$ cat config.mk
export PLATFORM = sky130hd
export DESIGN_NAME = matrix_display
export DESIGN_NICKNAME = d
export VERILOG_FILES = /design/src/display_pkg.sv /design/src/bar_chart.sv /design/src/digit_glyph.sv /design/src/matrix_display.sv /design/src/matrix_panel.sv /design/src/pixel_compositor.sv /design/src/raster_timebase.sv /design/src/vector_panel.sv
export VERILOG_INCLUDE_DIRS = /design/src /design/src/src
export SDC_FILE = /design/constraint.sdc
export NUM_CORES = 1
export LEC_CHECK = 0
export ABC_CLOCK_PERIOD_IN_PS = 12200
export BUFFER_PORTS_ARGS = -buffer_cell sky130_fd_sc_hd__buf_4
export CORE_MARGIN = 10
export CORE_UTILIZATION = 50
export CTS_CLUSTER_SIZE = 12
export DETAILED_ROUTE_END_ITERATION = 6
export PLACE_DENSITY = 0.71
export SYNTH_ARGS = -nofsm -noshare
export SYNTH_HDL_FRONTEND = slang
export SYNTH_HIERARCHICAL = 1
export SYNTH_SLANG_ARGS = --single-unit
$ cat constraint.sdc
create_clock -name clk -period 12.2 [get_ports clk]
set_input_delay 1.22 -clock clk [delete_from_list [all_inputs] [get_ports clk]]
set_output_delay 1.22 -clock clk [all_outputs]
set_load 0.05 [all_outputs]
$ cat src/display_settings.svh
`ifndef DISPLAY_SETTINGS_SVH
`define DISPLAY_SETTINGS_SVH

// counter offsets to visible pixel 0
`define H_BACK 144
`define V_BACK 35

`define FONT_W 5
`define FONT_H 7

// input vector column
`define VEC_X0 20
`define VEC_X1 120
`define VEC_Y0 30
`define VEC_CELL_H 45
`define VEC_BRACKET_W 8
`define VEC_CURSOR_INSET 13
`define VEC_DIGIT_SCALE 1
`define VEC_DIGIT_X 18
`define VEC_DIGIT_Y 10
`define VEC_DIGIT_GAP 3

// matrix grid sits MAT_GRID_Y below the origin
`define MAT_X0 10
`define MAT_Y0 250
`define MAT_CELL 42
`define MAT_BRACKET_W 10
`define MAT_GRID_Y 20
`define MAT_DIGIT_SCALE 0
`define MAT_DIGIT_X 4
`define MAT_DIGIT_Y 10
`define MAT_DIGIT_GAP 1

// bracket caps and spine and the cursor border band
`define BRACKET_CAP 4
`define BRACKET_SPINE 3
`define CURSOR_BAND 5

// bar chart
`define CHART_X0 160
`define CHART_X1 620
`define CHART_Y0 30
`define CHART_Y1 220
`define CHART_LINE 2
`define BAR_X_START 25
`define BAR_BASE_GAP 15
`define BAR_WIDTH 45
`define BAR_SPACING 10
`define BAR_SCALE 10
`define BAR_MAX 160

`define BLACK 12'h000
`define WHITE 12'hFFF
`define YELLOW 12'hFF0
`define CYAN 12'h0FF
`define GREEN 12'h0F0
`define GRAY 12'h444
`define ORANGE 12'hF80

`endif

$ cat src/display_pkg.sv
package display_pkg;

    typedef logic [3:0] digit_t;

    // element i in bits 4i up
    typedef digit_t [3:0] vec4_t;

    // row r in bits 16r up
    typedef vec4_t [3:0] mat4_t;

    typedef logic [11:0] rgb_t;

    typedef struct packed {
        logic [9:0] hcount;
        logic [9:0] vcount;
        logic       bright;
    } raster_t;

    typedef struct packed {
        logic       bright;
        logic [9:0] x;
        logic [9:0] y;
    } pixel_t;

    typedef struct packed {
        logic [1:0] row;
        logic [1:0] col;
        logic       locked;
        logic       edit_mode;
        logic       vec_target;
    } edit_t;

    typedef struct packed {
        mat4_t mat;
        vec4_t vec;
        vec4_t v_old;
        vec4_t v_new;
    } frame_data_t;

    typedef struct packed {
        logic bracket;
        logic digit;
        logic cursor_fill;
        logic cursor_border;
    } vec_flags_t;

    typedef struct packed {
        logic bracket;
        logic cell_border;
        logic digit;
        logic cursor_fill;
        logic cursor_border;
    } mat_flags_t;

    typedef struct packed {
        logic old_bar;
        logic new_bar;
        logic frame;
    } chart_flags_t;

endpackage

$ cat src/bar_chart.sv
`timescale 1ns/1ns
`include "display_settings.svh"

module bar_chart
    import display_pkg::*;
(
    input  pixel_t       pixel,
    input  vec4_t        v_old,
    input  vec4_t        v_new,
    output chart_flags_t flags
);

    localparam int CW = `CHART_X1 - `CHART_X0;
    localparam int CH = `CHART_Y1 - `CHART_Y0;
    localparam int HALF = CW / 2;
    localparam int BOTTOM = CH - `BAR_BASE_GAP;
    localparam int PITCH = `BAR_WIDTH + `BAR_SPACING;
    localparam int LINE = `CHART_LINE;

    logic [9:0] lx;
    logic [9:0] ly;
    logic [9:0] hx;
    logic [9:0] off;
    logic [9:0] slot;
    logic [9:0] bar_x;
    logic [9:0] scaled;
    logic [9:0] height;
    logic       in_chart;
    logic       right;
    logic       in_bar;
    digit_t     value;

    assign lx = pixel.x - 10'(`CHART_X0);
    assign ly = pixel.y - 10'(`CHART_Y0);
    assign in_chart = (lx < CW) && (ly < CH);

    // both halves share one bar layout, measured from their own left edge
    assign right = (lx >= HALF);
    assign hx = right ? lx - 10'(HALF) : lx;
    assign off = hx - 10'(`BAR_X_START);
    assign slot = off / 10'(PITCH);
    assign bar_x = off - 10'(slot * PITCH);

    assign value = right ? v_new[slot[1:0]] : v_old[slot[1:0]];
    assign scaled = 10'(value) * 10'(`BAR_SCALE);
    assign height = (scaled > 10'(`BAR_MAX)) ? 10'(`BAR_MAX) : scaled;
    assign in_bar = in_chart && (hx >= `BAR_X_START) && (slot < 4) && (bar_x < `BAR_WIDTH)
        && (ly >= 10'(BOTTOM) - height) && (ly < BOTTOM);

    assign flags.old_bar = in_bar && !right;
    assign flags.new_bar = in_bar && right;
    // border, centre divider and baseline
    assign flags.frame = in_chart
        && ((lx < LINE) || (lx >= CW - LINE) || (ly < LINE) || (ly >= CH - LINE)
        || ((lx >= HALF - LINE / 2) && (lx < HALF + LINE / 2))
        || ((ly >= BOTTOM) && (ly < BOTTOM + LINE)));

endmodule

$ cat src/digit_glyph.sv
`timescale 1ns/1ns
`include "display_settings.svh"

module digit_glyph
    import display_pkg::*;
#(
    parameter int SCALE = 0
)
(
    input  digit_t     digit,
    input  logic [9:0] x,
    input  logic [9:0] y,
    output logic       pixel
);

    localparam int GLYPH_W = `FONT_W << SCALE;
    localparam int GLYPH_H = `FONT_H << SCALE;

    // 7 rows of 5 bits with the top row in the high bits and the leftmost column as msb
    function automatic logic [34:0] glyph_bits(input digit_t d);
        logic [34:0] bits;
        case (d)
            4'd0: bits = 35'b01110_10001_10011_10101_11001_10001_01110;
            4'd1: bits = 35'b00100_01100_00100_00100_00100_00100_01110;
            4'd2: bits = 35'b01110_10001_00001_00110_01000_10000_11111;
            4'd3: bits = 35'b11110_00001_00001_01110_00001_00001_11110;
            4'd4: bits = 35'b00010_00110_01010_10010_11111_00010_00010;
            4'd5: bits = 35'b11111_10000_11110_00001_00001_10001_01110;
            4'd6: bits = 35'b01110_10000_11110_10001_10001_10001_01110;
            4'd7: bits = 35'b11111_00001_00010_00100_01000_10000_10000;
            4'd8: bits = 35'b01110_10001_10001_01110_10001_10001_01110;
            4'd9: bits = 35'b01110_10001_10001_01111_00001_00001_01110;
            // blank above 9
            default: bits = '0;
        endcase
        return bits;
    endfunction

    logic [34:0] glyph;
    logic [2:0]  gx;
    logic [2:0]  gy;

    assign glyph = glyph_bits(digit);
    assign gx = 3'(x >> SCALE);
    assign gy = 3'(y >> SCALE);

    always_comb
    begin
        pixel = 1'b0;
        if ((x < GLYPH_W) && (y < GLYPH_H))
        begin
            pixel = glyph[34 - 5 * gy - gx];
        end
    end

endmodule

$ cat src/matrix_display.sv
`timescale 1ns/1ns

module matrix_display
    import display_pkg::*;
#(
    parameter int BLINK_BIT = 24
)
(
    input  logic        clk,
    input  logic        rst,
    input  raster_t     raster,
    input  frame_data_t data,
    input  edit_t       edit,
    output rgb_t        rgb
);

    pixel_t       pixel;
    frame_data_t  data_q;
    edit_t        edit_q;
    logic         blink;
    vec_flags_t   vflags;
    mat_flags_t   mflags;
    chart_flags_t cflags;

    raster_timebase #(.BLINK_BIT(BLINK_BIT)) u_timebase (
        .clk    (clk),
        .rst    (rst),
        .raster (raster),
        .data   (data),
        .edit   (edit),
        .pixel  (pixel),
        .data_q (data_q),
        .edit_q (edit_q),
        .blink  (blink)
    );

    vector_panel u_vector (
        .pixel (pixel),
        .vec   (data_q.vec),
        .edit  (edit_q),
        .flags (vflags)
    );

    matrix_panel u_matrix (
        .pixel (pixel),
        .mat   (data_q.mat),
        .edit  (edit_q),
        .flags (mflags)
    );

    bar_chart u_chart (
        .pixel (pixel),
        .v_old (data_q.v_old),
        .v_new (data_q.v_new),
        .flags (cflags)
    );

    pixel_compositor u_compositor (
        .clk    (clk),
        .rst    (rst),
        .bright (pixel.bright),
        .vflags (vflags),
        .mflags (mflags),
        .cflags (cflags),
        .locked (edit_q.locked),
        .blink  (blink),
        .rgb    (rgb)
    );

endmodule

$ cat src/matrix_panel.sv
`timescale 1ns/1ns
`include "display_settings.svh"

module matrix_panel
    import display_pkg::*;
(
    input  pixel_t     pixel,
    input  mat4_t      mat,
    input  edit_t      edit,
    output mat_flags_t flags
);

    localparam int GRID = 4 * `MAT_CELL;
    localparam int BW = `MAT_BRACKET_W;
    localparam int GY = `MAT_GRID_Y;
    localparam int DIGIT_W = `FONT_W << `MAT_DIGIT_SCALE;
    localparam int ONES_X = `MAT_DIGIT_X + DIGIT_W + `MAT_DIGIT_GAP;

    logic [9:0] lx;
    logic [9:0] ly;
    logic [9:0] gx;
    logic [9:0] gy;
    logic [9:0] cell_x;
    logic [9:0] cell_y;
    logic [9:0] glyph_x;
    logic [9:0] glyph_y;
    logic [1:0] row;
    logic [1:0] col;
    logic       in_rows;
    logic       in_grid;
    logic       caps;
    logic       glyph_on;
    digit_t     value;
    digit_t     shown;

    assign lx = pixel.x - 10'(`MAT_X0);
    assign ly = pixel.y - 10'(`MAT_Y0);
    assign gx = lx - 10'(BW);
    assign gy = ly - 10'(GY);
    assign in_rows = (ly >= GY) && (ly < GY + GRID);
    assign in_grid = in_rows && (lx >= BW) && (lx < BW + GRID);
    assign row = 2'(gy / `MAT_CELL);
    assign col = 2'(gx / `MAT_CELL);
    assign cell_x = gx - 10'(col * `MAT_CELL);
    assign cell_y = gy - 10'(row * `MAT_CELL);

    assign value = mat[row][col];
    assign shown = (cell_x >= ONES_X) ? ((value >= 4'd10) ? value - 4'd10 : value)
                                      : ((value >= 4'd10) ? 4'd1 : 4'd0);
    assign glyph_x = (cell_x >= ONES_X) ? cell_x - 10'(ONES_X) : cell_x - 10'(`MAT_DIGIT_X);
    assign glyph_y = cell_y - 10'(`MAT_DIGIT_Y);

    digit_glyph #(.SCALE(`MAT_DIGIT_SCALE)) u_glyph (
        .digit (shown),
        .x     (glyph_x),
        .y     (glyph_y),
        .pixel (glyph_on)
    );

    // brackets span the grid rows on both sides
    assign caps = (ly < GY + `BRACKET_CAP) || (ly >= GY + GRID - `BRACKET_CAP);
    assign flags.bracket = in_rows
        && (((lx < BW) && (caps || (lx < `BRACKET_SPINE)))
        || ((lx >= BW + GRID) && (lx < 2 * BW + GRID)
        && (caps || (lx >= 2 * BW + GRID - `BRACKET_SPINE))));
    assign flags.cell_border = in_grid
        && ((cell_x < 1) || (cell_x >= `MAT_CELL - 1) || (cell_y < 1) || (cell_y >= `MAT_CELL - 1));
    assign flags.digit = in_grid && glyph_on;

    assign flags.cursor_fill = in_grid && edit.edit_mode && !edit.vec_target
        && (row == edit.row) && (col == edit.col);
    assign flags.cursor_border = flags.cursor_fill
        && ((cell_x < `CURSOR_BAND) || (cell_x >= `MAT_CELL - `CURSOR_BAND)
        || (cell_y < `CURSOR_BAND) || (cell_y >= `MAT_CELL - `CURSOR_BAND));

    a_digit_clear_of_border: assert final (!(flags.cell_border && flags.digit))
        else $error("matrix digit drawn on a cell border");

endmodule

$ cat src/pixel_compositor.sv
`timescale 1ns/1ns
`include "display_settings.svh"

module pixel_compositor
    import display_pkg::*;
(
    input  logic         clk,
    input  logic         rst,
    input  logic         bright,
    input  vec_flags_t   vflags,
    input  mat_flags_t   mflags,
    input  chart_flags_t cflags,
    input  logic         locked,
    input  logic         blink,
    output rgb_t         rgb
);

    logic fill;
    logic border;

    assign fill = vflags.cursor_fill || mflags.cursor_fill;
    assign border = vflags.cursor_border || mflags.cursor_border;

    // first match wins
    always_ff @(posedge clk)
    begin
        if (rst)
            rgb <= `BLACK;
        else if (!bright)
            rgb <= `BLACK;
        else if (fill && locked)
            rgb <= `GREEN;
        else if (fill && blink)
            rgb <= `YELLOW;
        else if (border)
            rgb <= locked ? `GREEN : `ORANGE;
        else if (cflags.old_bar)
            rgb <= `CYAN;
        else if (cflags.new_bar)
            rgb <= `GREEN;
        else if (cflags.frame)
            rgb <= `GRAY;
        else if (vflags.bracket || mflags.bracket)
            rgb <= `WHITE;
        else if (mflags.cell_border)
            rgb <= `GRAY;
        else if (vflags.digit)
            rgb <= `CYAN;
        else if (mflags.digit)
            rgb <= `WHITE;
        else
            rgb <= `BLACK;
    end

    a_blank_black: assert property (@(posedge clk) disable iff (rst)
        !bright |=> rgb == `BLACK)
        else $error("colour driven during blanking");

endmodule

$ cat src/raster_timebase.sv
`timescale 1ns/1ns
`include "display_settings.svh"

module raster_timebase
    import display_pkg::*;
#(
    parameter int BLINK_BIT = 24
)
(
    input  logic        clk,
    input  logic        rst,
    input  raster_t     raster,
    input  frame_data_t data,
    input  edit_t       edit,
    output pixel_t      pixel,
    output frame_data_t data_q,
    output edit_t       edit_q,
    output logic        blink
);

    logic [BLINK_BIT:0] blink_cnt;

    always_ff @(posedge clk)
    begin
        if (rst)
        begin
            pixel <= '0;
            blink_cnt <= '0;
            blink <= 1'b0;
        end
        else
        begin
            pixel.bright <= raster.bright;
            pixel.x <= raster.hcount - 10'(`H_BACK);
            pixel.y <= raster.vcount - 10'(`V_BACK);
            blink_cnt <= blink_cnt + 1'b1;
            // blink travels with the pixel sampled at this edge
            blink <= blink_cnt[BLINK_BIT];
        end
    end

    // frame data and edit state follow the pixel so all panels see one frame
    always_ff @(posedge clk)
    begin
        data_q <= data;
        edit_q <= edit;
    end

    a_blink_step: assert property (@(posedge clk) disable iff (rst)
        !rst |=> blink_cnt == $past(blink_cnt) + 1'b1)
        else $error("blink counter did not advance by one");

endmodule

$ cat src/vector_panel.sv
`timescale 1ns/1ns
`include "display_settings.svh"

module vector_panel
    import display_pkg::*;
(
    input  pixel_t     pixel,
    input  vec4_t      vec,
    input  edit_t      edit,
    output vec_flags_t flags
);

    localparam int WIDTH = `VEC_X1 - `VEC_X0;
    localparam int HEIGHT = 4 * `VEC_CELL_H;
    localparam int DIGIT_W = `FONT_W << `VEC_DIGIT_SCALE;
    localparam int ONES_X = `VEC_DIGIT_X + DIGIT_W + `VEC_DIGIT_GAP;

    logic [9:0] lx;
    logic [9:0] ly;
    logic [9:0] cell_y;
    logic [9:0] glyph_x;
    logic [9:0] glyph_y;
    logic [1:0] idx;
    logic       in_panel;
    logic       caps;
    logic       glyph_on;
    digit_t     value;
    digit_t     shown;

    assign lx = pixel.x - 10'(`VEC_X0);
    assign ly = pixel.y - 10'(`VEC_Y0);
    assign in_panel = (lx < WIDTH) && (ly < HEIGHT);
    assign idx = 2'(ly / `VEC_CELL_H);
    assign cell_y = ly - 10'(idx * `VEC_CELL_H);

    // values stop at 15, so the tens digit is only ever 0 or 1
    assign value = vec[idx];
    assign shown = (lx >= ONES_X) ? ((value >= 4'd10) ? value - 4'd10 : value)
                                  : ((value >= 4'd10) ? 4'd1 : 4'd0);
    assign glyph_x = (lx >= ONES_X) ? lx - 10'(ONES_X) : lx - 10'(`VEC_DIGIT_X);
    assign glyph_y = cell_y - 10'(`VEC_DIGIT_Y);

    digit_glyph #(.SCALE(`VEC_DIGIT_SCALE)) u_glyph (
        .digit (shown),
        .x     (glyph_x),
        .y     (glyph_y),
        .pixel (glyph_on)
    );

    assign caps = (ly < `BRACKET_CAP) || (ly >= HEIGHT - `BRACKET_CAP);
    assign flags.bracket = in_panel
        && (((lx < `VEC_BRACKET_W) && (caps || (lx < `BRACKET_SPINE)))
        || ((lx >= WIDTH - `VEC_BRACKET_W) && (caps || (lx >= WIDTH - `BRACKET_SPINE))));
    assign flags.digit = in_panel && glyph_on;

    assign flags.cursor_fill = in_panel && edit.edit_mode && edit.vec_target
        && (idx == edit.row);
    assign flags.cursor_border = flags.cursor_fill
        && ((cell_y < `CURSOR_BAND) || (cell_y >= `VEC_CELL_H - `CURSOR_BAND)
        || (lx < `VEC_CURSOR_INSET) || (lx >= WIDTH - `VEC_CURSOR_INSET));

    a_digit_clear_of_band: assert final (!(flags.cursor_border && flags.digit))
        else $error("vector digit drawn inside the cursor band");

endmodule
==> metrics.txt, run 1 <==
final setup vio count=0; outcome=finished clean; Peak Freq=between 80 and 90 MHz; Crit path depth=58; Routability Congestion=approximately 0.97; DR vias=roughly 21000; Die X-Extent=about 220 µm; clk sink count=173; WL per Instance=~18 µm; fraction of layout instances using a drive strength above 1=0.189; multi-input logic area=0.0162 mm²; FILL cells=3701; max-cap violations=0; non-filler cells, final=~3300; I/O Buffers=153; crit end category=register; CTS Buf Count=17; worst skew pair latency=between 0.4 and 0.5 ns; pin count of the biggest net entering global routing=50; DRT Pass-1 Iters=5; Hold Path Stages=1; nets=roughly 3100; final core utilization=0.574; final period utilization=0.953; met3 Usage GRT=0.0431; GRT overflow=0; Max stage delay on crit path=roughly 0.45 ns; clk_skew=~0.011 ns; worst relative slew slack=0.383; cells on worst reg2reg path=58; hpwl dp=46.4 mm; fin crit period=11.63 ns; Setup CP Type=reg2reg; CTS tree=built; CP bufs+invs=8; number of global-route vias before repair=~20000; layer with the highest usage=met2; Final Hold Fails=0; area delta synth->final=13.1%; Antenna Cells=0; Routed Antenna Nets=0; initial DRC count=about 1900; global-route wire length before repair=between 90 and 100 mm; syn_nets=2946; Row Count=between 70 and 80; starting density of the core=0.508; root buffer cell=clkbuf_16; Warnings, synthesis=6; I/O pin cnt=between 150 and 200; critical path's slowest cell=fa_1; htree depth=4; met1 GRT Util=0.285; FF+latch area=around 0.0035 mm²; max-slew violations=0; initial antenna violation count=0; required time of the critical path=12.54 ns; die area=0.0502 mm²; post-synthesis area per instance=7.91 µm²; Placed Instances=about 3300; clock-pin slew on the worst setup and hold paths=0.07 ns; delay-heaviest family, CP=compound AO/OA/AOI/OAI gates; GR Util All Layers=0.231; Post-Route WL=59.9 mm; Hold WC Path Type=reg2reg; Die Span Y=between 200 and 250 µm; total core area=between 0.04 and 0.05 mm²; DRC violations left=0; via count normalized by instance count=about 6.2; WP data arrival=~12 ns; Mapped Cells=2631; Synth Cell Area=approximately 0.021 mm²; Crit Path Max Fanout=19; grt met2 use=0.396; slew at the pin with the worst max-slew slack=0.920 ns; clk buf depth=2; Worst Setup Start Kind=register
## through the flow
stage	TNS (ns)	hold WS, ns	area [µm²]	setup WS, ns
after floorplan	0	0.422	20800	0.142
after global placement	0	0.437	22600	0.0936
after detailed placement	-0.285	0.446	22600	-0.132
after CTS	0	0.463	23200	0.00709
after global routing	-0.00786	0.482	23500	-0.00786
final	0	0.467	23500	0.567
## final timing paths
check / start / end / slack [ns]
max: u_timebase/pixel[15] / u_compositor/rgb[6] / 0.57
min: u_timebase/blink_cnt[0] / u_timebase/blink_cnt[0] / 0.47
max reg2reg: u_timebase/pixel[15] / u_compositor/rgb[6] / 0.57
min reg2reg: u_timebase/blink_cnt[0] / u_timebase/blink_cnt[0] / 0.47
## metal layers
metal  vias to the layer above  part of all wire
met5                         -                 0
met4                         0             0.026
met3                        95             0.055
met2                       650              0.48
met1                      9881              0.44
li1                      10100                 -
## worst register-to-register path, delay by kind of cell, from the launching register on
kind | cells | cell delay [ns]
compound gates | 22 | 3.93
simple gates | 15 | 2.47
fa+ha+maj | 7 | 2.19
buf+inv | 8 | 1.23
mux | 4 | 0.80
xor+xnor | 2 | 0.48
flops | 1 | 0.42
## sequential cells by signal, summed over array words and instances (netlist names)
name                  count
u_compositor/rgb          7
u_timebase/blink          1
u_timebase/blink_cnt     25
u_timebase/data_q       112
u_timebase/edit_q         7
u_timebase/pixel         21
## area by class of cell
type | count | area share
well taps | 532 | 0.0283
clock inverters | 12 | 0.00648
inverters | 172 | 0.0278
multi-input cells | 2173 | 0.690
flip-flops and latches | 173 | 0.147
clock buffers | 18 | 0.0186
repair buffers | 256 | 0.0818
## cell usage in the layout (no fill, tap or decap), drive strengths merged, types with 17 or more instances in the layout
cell type and n:
buf 256, nand2 209, nor2 204, inv 177, dfxtp 173, a21oi 167, o21ai 154, ha 150
xnor2 122, nand3 86, xor2 66, nor3 66, mux2i 57, nor2b 49, a21o 44, a211oi 42
o211ai 37, o31ai 36, nand2b 35, or3 33, a31oi 31, nor4 30, nand4 29, and3 27
o21a 27, or4 26, and2 25, o22ai 23, fa 23, or2 23, mux2 22, a21boi 20
clkbuf 18, o21bai 17
## repair_timing
action                     in CTS  in global routing
pin swaps                       0                 11
setup endpoints to repair       5                  7
hold buffers                    0                  0
buffers inserted                0                 13
gates resized for setup         2                 53
Power of run 1 is not shown: default switching activity piles up to over one toggle a cycle in this logic, so the estimate is an artifact.
==> run 2, diff against run 1 <==
- RECOVER_POWER: not set -> 25
==> metrics.txt, run 2 (same netlist as run 1, synthesis figures left out) <==
outcome=finished clean; Die X-Extent=224 µm; setup slack, reg-to-reg=approximately 0.6 ns; die area=0.0502 mm²; CTS Buf Count=17; Routed Antenna Nets=0; Worst Setup Start Kind=register; area delta synth->final=13.1%; Final Hold Fails=0; Routability Congestion=around 0.97; WL met2=29.0 mm; hpwl dp=around 46 mm; non-filler cells, final=about 3300; Top Layer Used=met4; critical path's slowest cell=fa_1; Placed Area=0.0226 mm²; GR Util All Layers=0.231; max reg flops=between 100 and 150; post-route setup TNS=0 ns; initial antenna violation count=0; worst relative slew slack=0.382; WL per Instance=around 18 µm; pin count of the biggest net entering global routing=50; wire length on met1=about 26 mm; global-route wire length before repair=about 98 mm; worst skew pair latency=approximately 0.47 ns; I/O Buffers=153; total core area=just over 0.04 mm²; final period utilization=0.952; Placed Instances=3293; max-cap violations=0; final core utilization=0.574; starting density of the core=0.508; final instance area=between 0.02 and 0.025 mm²; Antenna Cells=0; clock-pin slew on the worst setup and hold paths=around 0.070 ns; hold_buf cts=0; fin crit period=around 12 ns; final setup vio count=0; Post-Route WL=about 60 mm; root buffer cell=clkbuf_16; commonest non-fill, non-tap cell in the layout=buf_4; slew at the pin with the worst max-slew slack=just over 0.9 ns; GRT overflow=0; crit end category=register; Peak Freq=86.1 MHz; Hold WC Path Type=reg2reg; htree depth=4; DRT Pass-1 Iters=5; WL met3=approximately 3.4 mm; Die Span Y=224 µm; via count normalized by instance count=6.17; initial DRC count=approximately 1800; number of global-route vias before repair=between 15000 and 20000; clk buf depth=2; I/O pin cnt=between 150 and 200; Row Count=74; Crit Path Max Fanout=19; WP data arrival=around 12 ns; CTS tree=built; fraction of layout instances using a drive strength above 1=0.189; FILL cells=around 3700; Max stage delay on crit path=0.45 ns; max-slew violations=0; required time of the critical path=between 10 and 15 ns; Setup CP Type=reg2reg; Biggest register=u_timebase/data_q; nets=~3100; clk_skew=0.0112 ns; top flop regs=u_timebase/data_q x112, u_timebase/blink_cnt x25, u_timebase/pixel x21; DR vias=approximately 20000; clk sink count=approximately 170; DRC violations left=0; most frequent cells in the layout=buf_4 (209), nand2_1 (207), nor2_1 (197)
==> run 2: changes by cell type in the layout (fill, tap and decap cells not counted), sizes merged <==
cell	change
buf	-46
clkbuf	+46
==> run 2: critical path, delay by kind of cell, from the launching register on <==
family / cells / cell delay [ns]
xor+xnor: 2 / 0.47
buf+inv: 8 / 1.22
flops: 1 / 0.42
simple gates: 15 / 2.43
mux: 4 / 0.80
fa+ha+maj: 7 / 2.18
compound gates: 22 / 3.92
==> run 2: worst paths after layout <==
path                                 from  depth (start not counted)                       to
setup / recovery     u_timebase/pixel[15]                         58      u_compositor/rgb[6]
hold / removal    u_timebase/blink_cnt[0]                          1  u_timebase/blink_cnt[0]
setup reg to reg     u_timebase/pixel[15]                         58      u_compositor/rgb[6]
hold reg to reg   u_timebase/blink_cnt[0]                          1  u_timebase/blink_cnt[0]
==> run 2: through the flow <==
stage          setup WS, ns  hold slack (ns)
2_1_floorplan         0.142            0.422
3_3_place_gp         0.0936            0.437
3_5_place_dp         -0.132            0.446
4_1_cts             0.00709            0.463
5_1_grt            -0.00786            0.482
6_report              0.592            0.467
==> run 2: final cells by class <==
type / count / area [µm²] / share of cell area
well taps: 532 / 666 / 0.0283
flip-flops and latches: 173 / 3470 / 0.147
clock buffers: 18 / 439 / 0.0186
multi-input cells: 2173 / 16200 / 0.690
clock inverters: 12 / 153 / 0.00648
repair buffers: 256 / 1930 / 0.0818
inverters: 172 / 656 / 0.0278
==> run 2: timing repair <==
action	4_1_cts	5_1_grt
hold endpoints to repair	0	0
pin swaps	0	11
setup buffers	0	13
cloned	0	0
endpoints found under the setup margin	5	7
resized for setup	2	53
==> run 2: per-layer routing <==
metal / vias to the layer above / global-route usage
met3: 96 / 0.0431
li1: 10100 / -
met1: 9787 / 0.285
met4: 0 / 0.0777
met2: 649 / 0.396
met5: - / 0
Power of run 2 is left out for the same reason.
